--- src/hdl/graph_pkg.sv ---
`default_nettype none

package graph_pkg;

	////////////////////////////////////////
	// widths
	////////////////////////////////////////

	// one element of the src, dest or weight array
	localparam int EDGE_WORD_BITS = 32;

	// byte addresses and edge indices
	localparam int ADDR_BITS = 32;

	// edge ids and per-vertex edge counts
	localparam int EDGE_ID_BITS = 16;

	////////////////////////////////////////
	// job and layout types
	////////////////////////////////////////

	// one vertex worth of edges, zero edges is not allowed
	typedef struct packed {
		logic [ADDR_BITS-1:0]    first_index;
		logic [EDGE_ID_BITS-1:0] edge_count;
	} vertex_job_t;

	// one assembled edge, id runs across vertices
	typedef struct packed {
		logic [EDGE_ID_BITS-1:0]   id;
		logic [EDGE_WORD_BITS-1:0] src;
		logic [EDGE_WORD_BITS-1:0] dest;
		logic [EDGE_WORD_BITS-1:0] weight;
	} edge_job_t;

	// byte base of each edge array, expected cacheline aligned
	typedef struct packed {
		logic [ADDR_BITS-1:0] src_base;
		logic [ADDR_BITS-1:0] dest_base;
		logic [ADDR_BITS-1:0] weight_base;
	} graph_layout_t;

endpackage

`default_nettype wire

--- src/hdl/mem_pkg.sv ---
`default_nettype none

package mem_pkg;

	////////////////////////////////////////
	// cacheline geometry
	////////////////////////////////////////

	localparam int LINE_WORDS = 4;
	localparam int WORD_BYTES = 4;
	localparam int LINE_BYTES = LINE_WORDS * WORD_BYTES;
	localparam int LINE_BITS  = LINE_BYTES * 8;

	// word position inside a line
	localparam int WORD_IDX_BITS = $clog2(LINE_WORDS);

	// clears the byte-in-line bits of an address
	localparam logic [graph_pkg::ADDR_BITS-1:0] LINE_MASK =
		~(graph_pkg::ADDR_BITS'(LINE_BYTES - 1));

	////////////////////////////////////////
	// read command and returned data
	////////////////////////////////////////

	// which edge array a command or beat belongs to
	typedef enum logic [1:0] {
		ARRAY_SRC    = 2'd0,
		ARRAY_DEST   = 2'd1,
		ARRAY_WEIGHT = 2'd2
	} array_sel_e;

	// count of 0 stands for a full line of 4 words
	typedef struct packed {
		array_sel_e                      sel;
		logic [graph_pkg::ADDR_BITS-1:0] addr;
		logic [WORD_IDX_BITS-1:0]        offset;
		logic [WORD_IDX_BITS-1:0]        count;
	} read_cmd_t;

	// memory echoes sel, offset and count back with the line
	// word k of the line sits at data[k*32 +: 32]
	typedef struct packed {
		array_sel_e               sel;
		logic [WORD_IDX_BITS-1:0] offset;
		logic [WORD_IDX_BITS-1:0] count;
		logic [LINE_BITS-1:0]     data;
	} read_beat_t;

endpackage

`default_nettype wire

--- src/hdl/cacheline_stream.sv ---
`timescale 1ns/1ps
`default_nettype none

module cacheline_stream (
	input  logic                                 clock,
	input  logic                                 rstn,
	input  logic                                 beat_valid,
	input  mem_pkg::read_beat_t                  beat,
	output logic                                 empty,
	output logic                                 word_valid,
	output logic [graph_pkg::EDGE_WORD_BITS-1:0] word,
	input  logic                                 pop
);

	import graph_pkg::*;
	import mem_pkg::*;

	// line kept as words so the current one can be picked by position
	logic [LINE_WORDS-1:0][EDGE_WORD_BITS-1:0] line;

	logic [WORD_IDX_BITS-1:0] pos;
	logic [WORD_IDX_BITS:0]   count;

	////////////////////////////////////////
	// load and shift
	////////////////////////////////////////

	always_ff @(posedge clock or negedge rstn) begin
		if (!rstn) begin
			pos   <= '0;
			count <= '0;
		end else if (beat_valid) begin
			pos <= beat.offset;
			// beat count of 0 is a whole line
			if (beat.count == '0) begin
				count <= (WORD_IDX_BITS+1)'(LINE_WORDS);
			end else begin
				count <= {1'b0, beat.count};
			end
		end else if (pop) begin
			pos   <= pos + 1'b1;
			count <= count - 1'b1;
		end
	end

	always_ff @(posedge clock) begin
		if (beat_valid) begin
			line <= beat.data;
		end
	end

	assign empty      = (count == '0);
	assign word_valid = !empty;
	assign word       = line[pos];

	// top level only routes a beat here once the last line is used up
	beat_into_empty: assert property (@(posedge clock) disable iff (!rstn)
		beat_valid |-> empty);

	// the assembler never pops a word that is not there
	pop_with_word: assert property (@(posedge clock) disable iff (!rstn)
		pop |-> word_valid);

endmodule

`default_nettype wire

--- src/hdl/edge_assembler.sv ---
`timescale 1ns/1ps
`default_nettype none

module edge_assembler (
	input  logic                                 clock,
	input  logic                                 rstn,
	input  logic                                 src_valid,
	input  logic [graph_pkg::EDGE_WORD_BITS-1:0] src_word,
	input  logic                                 dest_valid,
	input  logic [graph_pkg::EDGE_WORD_BITS-1:0] dest_word,
	input  logic                                 weight_valid,
	input  logic [graph_pkg::EDGE_WORD_BITS-1:0] weight_word,
	input  logic                                 fifo_full,
	output logic                                 pop,
	output logic                                 push,
	output graph_pkg::edge_job_t                 edge_out
);

	import graph_pkg::*;

	logic [EDGE_ID_BITS-1:0] next_id;

	// full lags a pending write by one cycle, so skip the cycle of a push
	assign pop = src_valid && dest_valid && weight_valid && !fifo_full && !push;

	always_ff @(posedge clock or negedge rstn) begin
		if (!rstn) begin
			push    <= 1'b0;
			next_id <= '0;
		end else begin
			push <= pop;
			if (pop) begin
				next_id <= next_id + 1'b1;
			end
		end
	end

	always_ff @(posedge clock) begin
		if (pop) begin
			edge_out.id     <= next_id;
			edge_out.src    <= src_word;
			edge_out.dest   <= dest_word;
			edge_out.weight <= weight_word;
		end
	end

	// the three streams hold the same chunk and drain in lockstep
	words_agree: assert property (@(posedge clock) disable iff (!rstn)
		pop |=> (src_valid == dest_valid) && (dest_valid == weight_valid));

endmodule

`default_nettype wire

--- src/hdl/edge_job_control.sv ---
`timescale 1ns/1ps
`default_nettype none

module edge_job_control #(
	parameter int FIFO_DEPTH = 8
) (
	input  logic                     clock,
	input  logic                     rstn,
	input  graph_pkg::graph_layout_t layout,
	input  logic                     vertex_job_valid,
	output logic                     vertex_job_ready,
	input  graph_pkg::vertex_job_t   vertex_job,
	output logic                     read_cmd_valid,
	input  logic                     read_cmd_ready,
	output mem_pkg::read_cmd_t       read_cmd,
	input  logic                     read_beat_valid,
	output logic                     read_beat_ready,
	input  mem_pkg::read_beat_t      read_beat,
	output logic                     edge_job_valid,
	input  logic                     edge_job_ready,
	output graph_pkg::edge_job_t     edge_job
);

	import graph_pkg::*;
	import mem_pkg::*;

	logic beat_accepted;
	logic streams_empty;
	logic src_empty, dest_empty, weight_empty;
	logic src_valid, dest_valid, weight_valid;
	logic [EDGE_WORD_BITS-1:0] src_word, dest_word, weight_word;
	logic      word_pop;
	logic      fifo_push;
	logic      fifo_full;
	edge_job_t assembled;

	////////////////////////////////////////
	// beat routing
	////////////////////////////////////////

	// a beat is taken only when its own stream has room
	assign read_beat_ready =
		(read_beat.sel == ARRAY_SRC)    ? src_empty :
		(read_beat.sel == ARRAY_DEST)   ? dest_empty :
		(read_beat.sel == ARRAY_WEIGHT) ? weight_empty : 1'b0;

	assign beat_accepted = read_beat_valid && read_beat_ready;
	assign streams_empty = src_empty && dest_empty && weight_empty;

	edge_read_scheduler u_scheduler (
		.clock            (clock),
		.rstn             (rstn),
		.layout           (layout),
		.vertex_job_valid (vertex_job_valid),
		.vertex_job_ready (vertex_job_ready),
		.vertex_job       (vertex_job),
		.read_cmd_valid   (read_cmd_valid),
		.read_cmd_ready   (read_cmd_ready),
		.read_cmd         (read_cmd),
		.beat_accepted    (beat_accepted),
		.streams_empty    (streams_empty)
	);

	cacheline_stream u_src_stream (
		.clock      (clock),
		.rstn       (rstn),
		.beat_valid (beat_accepted && (read_beat.sel == ARRAY_SRC)),
		.beat       (read_beat),
		.empty      (src_empty),
		.word_valid (src_valid),
		.word       (src_word),
		.pop        (word_pop)
	);

	cacheline_stream u_dest_stream (
		.clock      (clock),
		.rstn       (rstn),
		.beat_valid (beat_accepted && (read_beat.sel == ARRAY_DEST)),
		.beat       (read_beat),
		.empty      (dest_empty),
		.word_valid (dest_valid),
		.word       (dest_word),
		.pop        (word_pop)
	);

	cacheline_stream u_weight_stream (
		.clock      (clock),
		.rstn       (rstn),
		.beat_valid (beat_accepted && (read_beat.sel == ARRAY_WEIGHT)),
		.beat       (read_beat),
		.empty      (weight_empty),
		.word_valid (weight_valid),
		.word       (weight_word),
		.pop        (word_pop)
	);

	////////////////////////////////////////
	// edge assembly and output buffer
	////////////////////////////////////////

	edge_assembler u_assembler (
		.clock        (clock),
		.rstn         (rstn),
		.src_valid    (src_valid),
		.src_word     (src_word),
		.dest_valid   (dest_valid),
		.dest_word    (dest_word),
		.weight_valid (weight_valid),
		.weight_word  (weight_word),
		.fifo_full    (fifo_full),
		.pop          (word_pop),
		.push         (fifo_push),
		.edge_out     (assembled)
	);

	sync_fifo #(
		.FIFO_DEPTH (FIFO_DEPTH)
	) u_edge_fifo (
		.clock    (clock),
		.rstn     (rstn),
		.push     (fifo_push),
		.data_in  (assembled),
		.full     (fifo_full),
		.valid    (edge_job_valid),
		.ready    (edge_job_ready),
		.data_out (edge_job)
	);

endmodule

`default_nettype wire

--- src/hdl/edge_read_scheduler.sv ---
`timescale 1ns/1ps
`default_nettype none

module edge_read_scheduler (
	input  logic                     clock,
	input  logic                     rstn,
	input  graph_pkg::graph_layout_t layout,
	input  logic                     vertex_job_valid,
	output logic                     vertex_job_ready,
	input  graph_pkg::vertex_job_t   vertex_job,
	output logic                     read_cmd_valid,
	input  logic                     read_cmd_ready,
	output mem_pkg::read_cmd_t       read_cmd,
	input  logic                     beat_accepted,
	input  logic                     streams_empty
);

	import graph_pkg::*;
	import mem_pkg::*;

	typedef enum logic [2:0] {
		IDLE,
		CALC,
		ISSUE_SRC,
		ISSUE_DEST,
		ISSUE_WEIGHT,
		DRAIN
	} sched_state_e;

	sched_state_e state, next_state;

	logic [EDGE_ID_BITS-1:0]  remaining;
	logic [ADDR_BITS-1:0]     next_index;
	logic [2:0]               outstanding;

	// chunk currently being issued
	logic [ADDR_BITS-1:0]     chunk_bytes;
	logic [WORD_IDX_BITS-1:0] chunk_offset;
	logic [WORD_IDX_BITS:0]   chunk_words;

	logic [ADDR_BITS-1:0]     index_bytes;
	logic [WORD_IDX_BITS-1:0] calc_offset;
	logic [WORD_IDX_BITS:0]   line_room;
	logic [WORD_IDX_BITS:0]   calc_words;
	logic                     chunk_go;
	logic                     cmd_fire;
	logic                     vertex_fire;

	////////////////////////////////////////
	// chunk calculation
	////////////////////////////////////////

	// offset comes from the index alone since bases are line aligned
	assign index_bytes = next_index << $clog2(WORD_BYTES);
	assign calc_offset = index_bytes[$clog2(LINE_BYTES)-1:$clog2(WORD_BYTES)];
	assign line_room   = (WORD_IDX_BITS+1)'(LINE_WORDS) - {1'b0, calc_offset};
	assign calc_words  = (remaining < EDGE_ID_BITS'(line_room)) ?
		remaining[WORD_IDX_BITS:0] : line_room;

	// a new chunk waits for every earlier line to be consumed
	assign chunk_go    = (state == CALC) && (outstanding == '0) && streams_empty;
	assign cmd_fire    = read_cmd_valid && read_cmd_ready;
	assign vertex_fire = vertex_job_valid && vertex_job_ready;

	////////////////////////////////////////
	// state machine
	////////////////////////////////////////

	always_comb begin
		next_state = state;
		case (state)
			IDLE:         if (vertex_job_valid) next_state = CALC;
			CALC:         if (chunk_go) next_state = ISSUE_SRC;
			ISSUE_SRC:    if (read_cmd_ready) next_state = ISSUE_DEST;
			ISSUE_DEST:   if (read_cmd_ready) next_state = ISSUE_WEIGHT;
			ISSUE_WEIGHT: begin
				if (read_cmd_ready) begin
					next_state = (remaining == '0) ? DRAIN : CALC;
				end
			end
			DRAIN:        if ((outstanding == '0) && streams_empty) next_state = IDLE;
			default:      next_state = IDLE;
		endcase
	end

	always_ff @(posedge clock or negedge rstn) begin
		if (!rstn) begin
			state       <= IDLE;
			remaining   <= '0;
			next_index  <= '0;
			outstanding <= '0;
		end else begin
			state <= next_state;
			if (vertex_fire) begin
				remaining  <= vertex_job.edge_count;
				next_index <= vertex_job.first_index;
			end else if (chunk_go) begin
				remaining  <= remaining - EDGE_ID_BITS'(calc_words);
				next_index <= next_index + ADDR_BITS'(calc_words);
			end
			// reads in flight, a command and a beat may cross in one cycle
			case ({cmd_fire, beat_accepted})
				2'b10:   outstanding <= outstanding + 3'd1;
				2'b01:   outstanding <= outstanding - 3'd1;
				default: outstanding <= outstanding;
			endcase
		end
	end

	always_ff @(posedge clock) begin
		if (chunk_go) begin
			chunk_bytes  <= index_bytes;
			chunk_offset <= calc_offset;
			chunk_words  <= calc_words;
		end
	end

	////////////////////////////////////////
	// command and vertex handshakes
	////////////////////////////////////////

	assign vertex_job_ready = (state == IDLE);
	assign read_cmd_valid   = (state == ISSUE_SRC) || (state == ISSUE_DEST) ||
		(state == ISSUE_WEIGHT);

	always_comb begin
		read_cmd.offset = chunk_offset;
		// a full line of 4 wraps to 0
		read_cmd.count  = chunk_words[WORD_IDX_BITS-1:0];
		case (state)
			ISSUE_DEST: begin
				read_cmd.sel  = ARRAY_DEST;
				read_cmd.addr = (layout.dest_base + chunk_bytes) & LINE_MASK;
			end
			ISSUE_WEIGHT: begin
				read_cmd.sel  = ARRAY_WEIGHT;
				read_cmd.addr = (layout.weight_base + chunk_bytes) & LINE_MASK;
			end
			default: begin
				read_cmd.sel  = ARRAY_SRC;
				read_cmd.addr = (layout.src_base + chunk_bytes) & LINE_MASK;
			end
		endcase
	end

	// command must hold until the memory side takes it
	cmd_stable_check: assert property (@(posedge clock) disable iff (!rstn)
		read_cmd_valid && !read_cmd_ready |=> read_cmd_valid && $stable(read_cmd));

endmodule

`default_nettype wire

--- src/hdl/sync_fifo.sv ---
`timescale 1ns/1ps
`default_nettype none

module sync_fifo #(
	parameter int FIFO_DEPTH = 8
) (
	input  logic                 clock,
	input  logic                 rstn,
	input  logic                 push,
	input  graph_pkg::edge_job_t data_in,
	output logic                 full,
	output logic                 valid,
	input  logic                 ready,
	output graph_pkg::edge_job_t data_out
);

	import graph_pkg::*;

	localparam int PTR_BITS = $clog2(FIFO_DEPTH);

	edge_job_t mem [FIFO_DEPTH];

	logic [PTR_BITS-1:0] wr_ptr;
	logic [PTR_BITS-1:0] rd_ptr;
	logic [PTR_BITS:0]   count;
	logic                read_fire;

	assign read_fire = valid && ready;

	always_ff @(posedge clock or negedge rstn) begin
		if (!rstn) begin
			wr_ptr <= '0;
			rd_ptr <= '0;
			count  <= '0;
		end else begin
			// pointers wrap on their own for a power of two depth
			if (push) wr_ptr <= wr_ptr + 1'b1;
			if (read_fire) rd_ptr <= rd_ptr + 1'b1;
			case ({push, read_fire})
				2'b10:   count <= count + 1'b1;
				2'b01:   count <= count - 1'b1;
				default: count <= count;
			endcase
		end
	end

	always_ff @(posedge clock) begin
		if (push) begin
			mem[wr_ptr] <= data_in;
		end
	end

	assign full     = (count == (PTR_BITS+1)'(FIFO_DEPTH));
	assign valid    = (count != '0);
	assign data_out = mem[rd_ptr];

	// the producer must respect full
	no_overflow: assert property (@(posedge clock) disable iff (!rstn)
		push |-> !full);

endmodule

`default_nettype wire

--- config.mk ---
export PLATFORM = sky130hd
export DESIGN_NAME = edge_job_control
export DESIGN_NICKNAME = d
export VERILOG_FILES = /design/src/hdl/graph_pkg.sv /design/src/hdl/mem_pkg.sv /design/src/hdl/cacheline_stream.sv /design/src/hdl/edge_assembler.sv /design/src/hdl/edge_job_control.sv /design/src/hdl/edge_read_scheduler.sv /design/src/hdl/sync_fifo.sv
export SDC_FILE = /design/constraint.sdc
export NUM_CORES = 2
export LEC_CHECK = 0
export ABC_AREA = 1
export BUFFER_PORTS_ARGS = -buffer_cell sky130_fd_sc_hd__buf_2
export CORE_AREA = 2 2 373 375
export DETAILED_ROUTE_END_ITERATION = 10
export DIE_AREA = 0 0 375 377
export SLEW_MARGIN = 30
export SYNTH_ARGS = -nofsm -noshare
export SYNTH_HDL_FRONTEND = slang
export SYNTH_SLANG_ARGS = --single-unit
--- constraint.sdc ---
create_clock -name clock -period 5.9 [get_ports clock]
set_input_delay 0 -clock clock [delete_from_list [all_inputs] [get_ports clock]]
set_output_delay 0 -clock clock [all_outputs]
set_load 0.05 [all_outputs]
Word level (Yosys, flattened, before mapping)
Memory sizes are Yosys's and may differ from the RTL's.
Cells that the tools add are included.
W data, S select, Z words.
{ "op_classes": {"n_reduce_logical": 39, "order_cmp": 4, "n_eq_ne": 18, "muxes": 40, "addsub": 19} }
{ "op_table": {"columns": ["cell", "count"], "rows": [
  ["$bmux W32 S2", 3],
  ["$mux W32", 5],
  ["$add A32 B32 Y32", 3],
  ["$pmux W34 S2", 1],
  ["$mux W3", 15],
  ["$add A32 B3 Y32", 1],
  ["$mux W16", 2],
  ["$pmux W3 S6", 1],
  ["$add A16 B1 Y16 const B", 1],
  ["$logic_and A1 B1 Y1", 16],
  ["$logic_not A16 Y1", 1],
  ["$lt A16 B3 Y1", 1],
  ["$sub A16 B3 Y16", 1],
  ["$logic_not A3 Y1", 5],
  ["$mux W2", 6],
  ["$reduce_bool A2 Y1", 6],
  ["$sub A3 B1 Y3 const B", 4],
  ["$add A3 B1 Y3 const B", 3],
  ["$lt A2 B3 Y1 const B", 3],
  ["$ne A2 B2 Y1 const B", 4],
  ["$pmux W4 S2", 1],
  ["$add A2 B1 Y2 const B", 3],
  ["$eq A2 B1 Y1 const B", 3],
  ["$eq A2 B2 Y1 const B", 3],
  ["other kinds (15)", 28]
]} }
{ "totals": {"elab_cells": 155, "mem_bits_rw": 896, "inputBits": 284, "mem_count": 1, "reg_bits": 626, "output_inout_bits": 154} }
{ "memory_table": {"columns": ["name", "words", "word_bits", "read_ports", "rd_clocked_by_memory_dff", "write_ports", "line_no", "text"], "rows": [
  ["u_edge_fifo.mem", 8, 112, 1, 0, 1, "sync_fifo.sv:21", "edge_job_t mem [FIFO_DEPTH];"]
]} }

Longest topological paths before layout
{ "logic_depth": {"ltp_word": 8, "mapped_depth": 23, "depth_no_buf": 23} }

Hierarchy
A second synthesis with hierarchy kept.
{ "hier_totals": {"hier_cells": 5134, "area_unflattened_um2": 62132.1} }
{ "by_module_without_submodules": {"columns": ["mod", "instances", "cells_per_inst", "area_per_inst_um2", "seq_area_each_um2"], "rows": [
  ["sync_fifo", 1, 2831, 35647.9, 27156.0],
  ["cacheline_stream", 3, 348, 5012.3, 3968.8],
  ["edge_read_scheduler", 1, 1018, 7081.8, 2262.2],
  ["edge_assembler", 1, 226, 4294.1, 3788.6],
  ["edge_job_control", 1, 15, 71.3, 0.0]
]} }

Worst setup path after synthesis
Ideal clock, no wire load.
{ "synth_path": {"kind": "reg-to-reg", "from": "register u_assembler.push", "to": "memory u_edge_fifo.mem[0][0] in the netlist's numbering, enable pin", "path_stages_with_launch": 4, "period_less_slack_ps": 6025, "required_time_ps": 5316, "setup_ps": 584, "t_arrival_ps": 5441, "setup_slack_ps": -125, "path_buffers": 0, "cell_sequence": "dfrtp_1 inv_1 or2_2 nor2_1"} }
{ "synth_via": {"elab_chain_len": 2} }
{ "synth_lines": {"columns": ["item", "line_no", "text"], "rows": [
  ["start, declared", "edge_assembler.sv:15", "output logic push,"],
  ["start signal, assigned", "edge_assembler.sv:31", "push <= pop;"],
  ["$mux W1", "sync_fifo.sv:48", "if (push) begin"],
  ["$mux W1 (not written as such)", "sync_fifo.sv:49", "mem[wr_ptr] <= data_in;"],
  ["end, declared", "sync_fifo.sv:21", null]
]} }
Every way passes these cells.

==> impl_metrics.json <==
{
  "outcome": "finished, final reports clean",
  "h-tree-depth": 4,
  "critPathSlowestCell": "inv_2",
  "fin_util_pct": 53.8,
  "ioPinCount": 438,
  "insertion_delay_ns": 0.79,
  "ctsLongestPathBuffers": 3,
  "antenna_found_initial": 20,
  "synthMuxAreaShare_pct": 0,
  "n_fill_cell": 11300,
  "tritoncts_num_sinks": 1518,
  "wl_per_cell_um": 22.7,
  "powerDensity_nw_per_um2": 587,
  "grt-ovfl-total": 0,
  "clkTransAtPathRegs_ns": 0.06,
  "drive_gt1_share_pct": 13.5,
  "synth-compound-area-share_pct": 10.2,
  "cts_tree": "yes",
  "wl_met3_um": 12200,
  "synth_area_sq_um": 61400,
  "synth_top_family_by_area": "simple AND/OR/NAND/NOR gates",
  "initial_core_util_pct": 44.8,
  "synthXorXnorAreaFrac_pct": 0.785,
  "path_buf_inv": 4,
  "ys_top_cells_by_area": "edfxtp_1 (70%), nor2_1 (6.9%), o21ai_0 (5.6%)",
  "synth-simple-area-share_pct": 11.4,
  "cp_common_cell": "nand2_1",
  "fmax_ghz": 0.208,
  "finalNetCount": 5974,
  "finalCriticalPeriod_ns": 4.82,
  "core_area_sq_um": 137000,
  "die_x_um": 375,
  "fp.dieH_um": 377,
  "grt_first_pass_wirelength_um": 252000,
  "rr_startpoint": "u_scheduler.next_index[0]",
  "yosysSeqAreaShare_pct": 73.5,
  "numPlacedInstances": 6945,
  "clockRootBuffer": "clkbuf_16",
  "yosys.area.top_type_share_pct": 69.7,
  "cp-end-kind": "output port",
  "critical-path-max-stage-delay_ns": 0.76,
  "post_cts_buffers": 0,
  "multi_input_area_sq_um": 14500,
  "setup_viol": 0,
  "power_leakage_nw": 26.0,
  "skew_ns": 0.0335,
  "seq_area_sq_um": 45100,
  "wl_met1_um": 72800,
  "hold_slack_ns": 0.0534,
  "hold_path_class": "primary input to flip-flop",
  "startpoint": "u_scheduler.state[2]",
  "drtAntennaViolNets": 0,
  "r2r-end": "u_scheduler.next_index[26]",
  "drt_pass1_iterations": 5,
  "critical_path_class": "flip-flop to output port",
  "synthAdderAreaFrac_pct": 1.10,
  "rr_worst_depth": 21,
  "ir_drop_mv": 0.557,
  "ys_ff_latch": 1518,
  "io_buffer_count": 425,
  "cts-buffers-inserted": 154,
  "worstMarginPinSlew_ns": 1.05,
  "hold_start": "vertex_job[31]",
  "fin_tns_setup_ns": 0,
  "cp_top_family": "buffers and inverters",
  "r2r_setup_slack_ns": 2.24,
  "startpoint_type": "flip-flop",
  "avgSynthCellArea_sq_um": 12.4,
  "min_period_over_period_pct": 81.7,
  "top_layer_used": "met5",
  "totalWireLength_um": 172000,
  "min_to": "u_scheduler.next_index[15]",
  "arrival_ns": 4.82,
  "cap_violations": 0,
  "rsz0062_at_grt": "false",
  "syn_inst": 4938,
  "hold_buffers": 329,
  "layout_commonest_cell": "edfxtp_1",
  "instances_no_fill": 7566,
  "die_area_sq_um": 141000,
  "crit_chain": "inv_2 -> nand3_2 -> inv_2 -> nand2_1 -> nand3_1 -> ha_1 -> inv_1 -> o21ai_0 -> a31oi_1 -> o21ai_0 -> a21oi_1 -> nand2_1 -> nand2_1 -> nand3_1 -> nand2_1 -> buf_2",
  "first_iter_violations": 4464,
  "via_per_inst": 5.48,
  "drc": 0,
  "slew-limit-headroom_pct": 30.1,
  "row_count": 136,
  "yosys.area.top_type": "edfxtp_1",
  "wl_met2_um": 82700,
  "worstPathMaxFanout": 31,
  "gp_congestion": 0.919,
  "postCtsResizedCells": 0,
  "grt_use_total_pct": 23.9,
  "cp.required_ns": 5.90,
  "area_growth_pct": 20.1,
  "final_cell_mix": "edfxtp_1 (1424), nor2_1 (1112), o21ai_0 (691)",
  "first_global_vias": 39500,
  "synth_cell_type_count": 53,
  "holdPathStages": 4,
  "grt_max_degree": 210,
  "dp_hpwl_um": 101000,
  "ys_warn_count": 0,
  "hold_viol_final": 0,
  "drv_slew": 0,
  "vias": 41500
}
==> cell type report <==
class | count | share of cell area (%)
Sequential cell | 1518 | 61.2
Multi-Input combinational cell | 2974 | 19.7
Timing Repair Buffer | 810 | 8.21
Clock buffer | 191 | 5.46
Tap cell | 1794 | 3.04
Clock inverter | 88 | 1.36
Inverter | 180 | 0.989
Antenna cell | 11 | 0.0373
==> per-stage QoR <==
step	power [W]	area [sq um]	setup WS, ns
2_1_floorplan	0.0274	61400	-0.125
3_3_place_gp	0.0334	65300	1.58
3_5_place_dp	0.0336	65300	1.90
4_1_cts	0.0435	73600	1.03
5_1_grt	0.0455	73700	0.641
6_report	0.0433	73700	1.08
==> cells in the mapped netlist (all sizes together) <==
cell type,count
o21ai,707
nand2,388
inv,177
conb,1
nor2,1129
ha,49
and3,1
nand3,139
clkbuf,172
nor3b,1
xor2,43
a211oi,3
a32oi,1
dfrtp,94
xnor2,12
buf,97
or2,5
a31oi,132
a21o,8
nor3,28
nand3b,5
edfxtp,1424
clkinv,3
nor4,11
o22ai,214
a21oi,42
fa,3
o21a,3
o21bai,4
a311oi,3
o221ai,8
o211ai,13
nand4,18
==> registers in the layout, indices dropped and copies added, names as in the netlist <==
name,cells
u_dest_stream.line,128
u_src_stream.count,3
u_assembler.push,1
u_scheduler.chunk_words,2
u_weight_stream.count,3
u_scheduler.chunk_bytes,29
u_assembler.next_id,16
u_weight_stream.line,128
u_assembler.edge_out,112
u_scheduler.outstanding,3
u_weight_stream.pos,2
u_scheduler.remaining,16
u_scheduler.state,3
u_edge_fifo.mem,896
u_scheduler.next_index,30
u_edge_fifo.rd_ptr,3
u_src_stream.pos,2
u_scheduler.chunk_offset,1
u_dest_stream.pos,2
u_edge_fifo.count,4
u_src_stream.line,128
u_edge_fifo.wr_ptr,3
u_dest_stream.count,3
==> worst min-delay path, delay by kind of cell <==
family / cells / cell delay, ns
AO/OA/AOI/OAI: 2 / 0.18
buffers and inverters: 2 / 0.61
==> routing by layer <==
layer / track usage [%] / vias up
li1: - / 19300
met1: 32.8 / 20500
met2: 39.5 / 1462
met3: 4.06 / 234
met4: 6.80 / 8
met5: 0 / -
==> logic make-up (layout without fill, tap and decap cells) <==
logic type | Yosys count | count (layout)
AOI/OAI and AO/OA | 1138 | 1138
xor gates and xnor gates | 55 | 55
adders and majority gates | 52 | 52
buffers and inverters | 449 | 1269
DFF | 1518 | 1518
other | 1 | 15
and+or+nand+nor | 1725 | 1725
==> report_power, final <==
group | total [W] | internal, W | switching (W)
combinational | 0.0172 | 0.00401 | 0.0131
clock | 0.00974 | 0.00566 | 0.00408
sequential | 0.0164 | 0.0150 | 0.00141
==> worst max path at each step <==
stage	end	slack, ns	cells past startpoint
2_1_floorplan	u_edge_fifo.mem[0][0]	-0.13	3
3_3_place_gp	read_cmd[32]	1.58	16
3_5_place_dp	read_cmd[32]	1.90	16
4_1_cts	read_cmd[32]	1.03	16
5_1_grt	read_cmd[30]	0.64	14
6_report	read_cmd[32]	1.08	16
(Power assumes the default switching activity.)
